--- src/keccak_pkg.sv ---
// Keccak shared definitions
// Round constants, rho offsets, round index type and control state encoding

package keccak_pkg;

  ////////////////////////////////////////
  // Types
  ////////////////////////////////////////

  // Round index, covers up to 24 rounds
  typedef logic [4:0] round_idx_t;

  // Control state of the round sequencer
  typedef enum logic {
    CtrlIdle = 1'b0,
    CtrlRun  = 1'b1
  } ctrl_state_e;

  ////////////////////////////////////////
  // Constants
  ////////////////////////////////////////

  // Widest lane, Keccak-f[1600]
  localparam int MaxLaneW = 64;

  // Iota round constants for 64-bit lanes
  // Narrower lanes take the low W bits of each entry
  localparam logic [MaxLaneW-1:0] RoundConst [24] = '{
    64'h0000_0000_0000_0001,
    64'h0000_0000_0000_8082,
    64'h8000_0000_0000_808A,
    64'h8000_0000_8000_8000,
    64'h0000_0000_0000_808B,
    64'h0000_0000_8000_0001,
    64'h8000_0000_8000_8081,
    64'h8000_0000_0000_8009,
    64'h0000_0000_0000_008A,
    64'h0000_0000_0000_0088,
    64'h0000_0000_8000_8009,
    64'h0000_0000_8000_000A,
    // Rounds 12 to 23, narrow lanes stop earlier
    64'h0000_0000_8000_808B,
    64'h8000_0000_0000_008B,
    64'h8000_0000_0000_8089,
    64'h8000_0000_0000_8003,
    64'h8000_0000_0000_8002,
    64'h8000_0000_0000_0080,
    64'h0000_0000_0000_800A,
    64'h8000_0000_8000_000A,
    64'h8000_0000_8000_8081,
    64'h8000_0000_0000_8080,
    64'h0000_0000_8000_0001,
    64'h8000_0000_8000_8008
  };

  // Rho rotation per lane, indexed 5x+y
  // Raw triangular numbers, reduced modulo W where used
  localparam int RhoOffset [25] = '{
    // x = 0, y = 0..4
      0,  36,   3, 105, 210,
    // x = 1
      1, 300,  10,  45,  66,
    // x = 2
    190,   6, 171,  15, 253,
    // x = 3
     28,  55, 153,  21, 120,
    // x = 4
     91, 276, 231, 136,  78
  };

endpackage

--- src/keccak_round_ctrl.sv ---
// Keccak round sequencer
// Counts rounds after a start pulse and flags load, advance, busy and done

`timescale 1ns/1ps

module keccak_round_ctrl #(
  parameter int Width = 1600
) (
  input  logic                   clk_i,
  input  logic                   rst_n_i,
  input  logic                   start_i,
  output logic                   load_o,
  output logic                   advance_o,
  output keccak_pkg::round_idx_t rnd_o,
  output logic                   busy_o,
  output logic                   done_o
);

  // Lane width and round count of Keccak-f
  localparam int W        = Width / 25;
  localparam int L        = $clog2(W);
  localparam int MaxRound = 12 + 2 * L;

  // Index of the final round
  localparam keccak_pkg::round_idx_t LastRnd = keccak_pkg::round_idx_t'(MaxRound - 1);

  keccak_pkg::ctrl_state_e state_q;
  keccak_pkg::round_idx_t  rnd_q;
  logic                    done_q;

  ////////////////////////////////////////
  // Sequencer
  ////////////////////////////////////////

  always_ff @(posedge clk_i) begin
    if (!rst_n_i) begin
      state_q <= keccak_pkg::CtrlIdle;
      rnd_q   <= '0;
      done_q  <= 1'b0;
    end else begin
      // Done is a single cycle pulse
      done_q <= 1'b0;
      unique case (state_q)
        keccak_pkg::CtrlIdle: begin
          if (start_i) begin
            state_q <= keccak_pkg::CtrlRun;
            rnd_q   <= '0;
          end
        end
        keccak_pkg::CtrlRun: begin
          if (rnd_q == LastRnd) begin
            // Last round lands on this edge
            state_q <= keccak_pkg::CtrlIdle;
            rnd_q   <= '0;
            done_q  <= 1'b1;
          end else begin
            rnd_q <= rnd_q + 5'd1;
          end
        end
        default: begin
          state_q <= keccak_pkg::CtrlIdle;
        end
      endcase
    end
  end

  ////////////////////////////////////////
  // Outputs
  ////////////////////////////////////////

  // Start only taken while idle, ignored mid-run
  assign load_o = start_i && (state_q == keccak_pkg::CtrlIdle);

  // One round per Run cycle
  assign advance_o = (state_q == keccak_pkg::CtrlRun);
  assign rnd_o     = rnd_q;

  assign busy_o = (state_q == keccak_pkg::CtrlRun);
  assign done_o = done_q;

endmodule

--- config.mk ---
export PLATFORM = sky130hd
export DESIGN_NAME = keccak_round_ctrl
export DESIGN_NICKNAME = d
export VERILOG_FILES = /design/src/keccak_pkg.sv /design/src/keccak_round_ctrl.sv
export SDC_FILE = /design/constraint.sdc
export NUM_CORES = 1
export LEC_CHECK = 0
export ABC_AREA = 1
export ABC_CLOCK_PERIOD_IN_PS = 2500
export BUFFER_PORTS_ARGS = -buffer_cell sky130_fd_sc_hd__clkbuf_2
export CAP_MARGIN = 20
export CORE_AREA = 5 5 42 44
export CTS_BUF_LIST = sky130_fd_sc_hd__clkbuf_4 sky130_fd_sc_hd__clkbuf_8
export CTS_CLUSTER_DIAMETER = 60
export DETAILED_ROUTE_END_ITERATION = 12
export DIE_AREA = 0 0 47 49
export GPL_TIMING_DRIVEN = 0
export SLEW_MARGIN = 20
export SYNTH_ARGS = -nofsm -noshare
export SYNTH_HDL_FRONTEND = slang
export SYNTH_SLANG_ARGS = --single-unit
export TNS_END_PERCENT = 5
--- constraint.sdc ---
create_clock -name clk_i -period 2.5 [get_ports clk_i]
set_clock_uncertainty 0.15 [all_clocks]
set_input_delay 0.125 -clock clk_i [delete_from_list [all_inputs] [get_ports clk_i]]
set_output_delay 0.125 -clock clk_i [all_outputs]
set_load 0.05 [all_outputs]
==> metrics.txt <==
Power per Cell Area 657 nW/µm²; Max Fanout on Critical Path 8; Fmax around 690 MHz; Nets 64; Skew-Pair Late Insertion Delay roughly 0.26 ns; Avg Synthesized Cell Area 7.30 µm²; met3 Track Usage GR 0.0517; Max Cap Violations 0; via count 325; CTS resizes 0; filler cell count ~170; ANT cells 0; cts-stage hold buffer count 1; status completed; post-synth cell types 16; routed vias/inst 4.33; Hold EP rnd_o[1]$_SDFFE_PN0P_; crit share post-route 0.580; Final ANT Viol Nets 0; core box area 1400 µm²; post-CTS setup buffer count 0; initial antenna violation count 0; clock sinks 7; Setup TNS 0 ns; Synth Net Count 47; DR WL/cell 9.20 µm; GR Layer Usage met1 0.0841; critical path depth 2; CP Data Arrival Time 1.17 ns; Worst Tran Pin Value about 0.3 ns; PortBufs 11; area of the die roughly 2300 µm²; hold depth 4; Layout area overhead 36.7%; Fin. Hold Viols 0; maximum vdd drop about 0.00019 V; slowest CP cell dfxtp_1; Initial DRC Count 1; drt first pass iters 3; hold path start start_i; post-synthesis sequential area ratio 0.446; final non-filler cell total 75; Num CTS Buffers 3; worst min-delay path class input port to flop; crit path launch type flop; Die H 49 µm; Worst path max stage delay 0.49 ns; endpoints failing setup 0; worst-path cell chain buf_4 > clkbuf_2; vias in the first global route 279; Slew Limit Headroom 0.798; pin count of the biggest net entering global routing 9; FF-to-FF path depth 6; die width 47 µm; I/O pin cnt 12; clk buf depth 2; RSZ-0062 raised after global routing false; synthesized cell area 314 µm²; setup slack after layout 1.05 ns; final number of max-transition violations 0; Seq cells post-synth 7; Initial Util 0.224; critical path class flop to output port; CP delay by family, top flip-flops; first-pass GRT wire length 1180 µm; CP Buf/Inv Count 2; grt met2 use 0.0950; share of post-route cells with drive strength above 1 0.339; GPL Wtd Cong 0.702; Synth Instances 43; DRC violations left 0; Worst-path clk slew 0.05 ns; Worst Path Required ~2.2 ns; Placed Instances 70; dpl ws about 1.2 ns; Detail Placement HPWL 551 µm; Clock Root Buffer clkbuf_4; CTS tree built; H-tree Lvls 1; grt total ovfl 0; Synth Warn # 0; GR peak layer met2; All-Layer GR Usage 0.0769; cell row count 14; Leak 0.193 nW; FF-to-FF setup slack about 1.2 ns; Routed WL slightly below 700 µm; Tmin final 1.45 ns; Critical R2R Launch rnd_o[0]$_SDFFE_PN0P_; Reg-to-Reg End rnd_o[3]$_SDFFE_PN0P_; crit path capture type output port
## layout make-up
type | instances | area [µm²] | share of cell area
Timing Repair Buffer | 12 | 65.1 | 0.152
Sequential cell | 7 | 140 | 0.327
Multi-Input combinational cell | 30 | 148 | 0.344
Buffer | 1 | 7.51 | 0.0175
Inverter | 5 | 18.8 | 0.0437
Clock buffer | 4 | 30.0 | 0.0700
Tap cell | 16 | 20.0 | 0.0466
## state kept, by name, summed over array words and instances, names as in the netlist
name and flops:
advance_o 1, rnd_o 5, done_o 1
## logic make-up after synthesis
group | count (synthesis) | share of synthesized area
simple gates | 22 | 0.299
compound gates | 7 | 0.131
flops | 7 | 0.446
fa+ha+maj | 1 | 0.0398
buf+inv | 6 | 0.0836
## worst max path at each step
stage,startpoint,to
after detailed placement,rnd_o[0]$_SDFFE_PN0P_,rnd_o[3]$_SDFFE_PN0P_
after global placement,rnd_o[0]$_SDFFE_PN0P_,rnd_o[3]$_SDFFE_PN0P_
after global routing,advance_o$_SDFF_PN0_,busy_o
after CTS,advance_o$_SDFF_PN0_,busy_o
after floorplan,advance_o$_SDFF_PN0_,advance_o$_SDFF_PN0_
final,advance_o$_SDFF_PN0_,busy_o
## cells in the final DEF (no fill, tap or decap), drive strengths merged
master,Yosys,layout
a21oi,5,5
nand3,1,1
dfxtp,7,7
clkbuf,0,15
buf,1,1
inv,5,5
ha,1,1
o21ai,1,1
nor2,9,9
dlygate4sd3,0,1
nor4,1,1
a211oi,1,1
or2,1,1
nand4,1,1
nand2,9,9
## synth_stat cells, drive strengths merged
library cell / n / area share
o21ai: 1 / 0.016
a21oi: 5 / 0.092
nor4: 1 / 0.020
inv: 5 / 0.060
nand4: 1 / 0.020
buf: 1 / 0.024
nand2: 9 / 0.11
or2: 1 / 0.020
a211oi: 1 / 0.024
ha: 1 / 0.040
dfxtp: 7 / 0.45
nor2: 9 / 0.12
nand3: 1 / 0.016
## metrics by stage
step / utilization / hold slack [ns] / instance area [µm²] / total power, mW
4_1_cts: 0.306 / 0.0220 / 429 / 0.284
6_report: 0.306 / 0.0184 / 429 / 0.282
3_5_place_dp: 0.278 / 0.232 / 389 / 0.166
3_3_place_gp: 0.278 / 0.219 / 389 / 0.165
2_1_floorplan: - / 0.113 / 314 / 0.155
5_1_grt: 0.306 / 0.0505 / 429 / 0.295
## worst min-delay path: stages
cell and delay (ns):
clkbuf_2 0.10, nor2_2 0.05, nand2_1 0.05, a21oi_1 0.05
## where the power goes
group | internal (mW) | total, mW | leakage [nW] | switching, mW
Combinational | 0.0119 | 0.0436 | 0.118 | 0.0317
Sequential | 0.115 | 0.120 | 0.0569 | 0.00577
Clock | 0.0720 | 0.118 | 0.0184 | 0.0458
Total | 0.199 | 0.282 | 0.193 | 0.0833
## layer usage
layer	share of wire	routed length [µm]
met1	0.39	272
met2	0.48	332
met3	0.084	58
met4	0.038	26
met5	0	0
No activity file was read; power rests on OpenSTA's default activity.
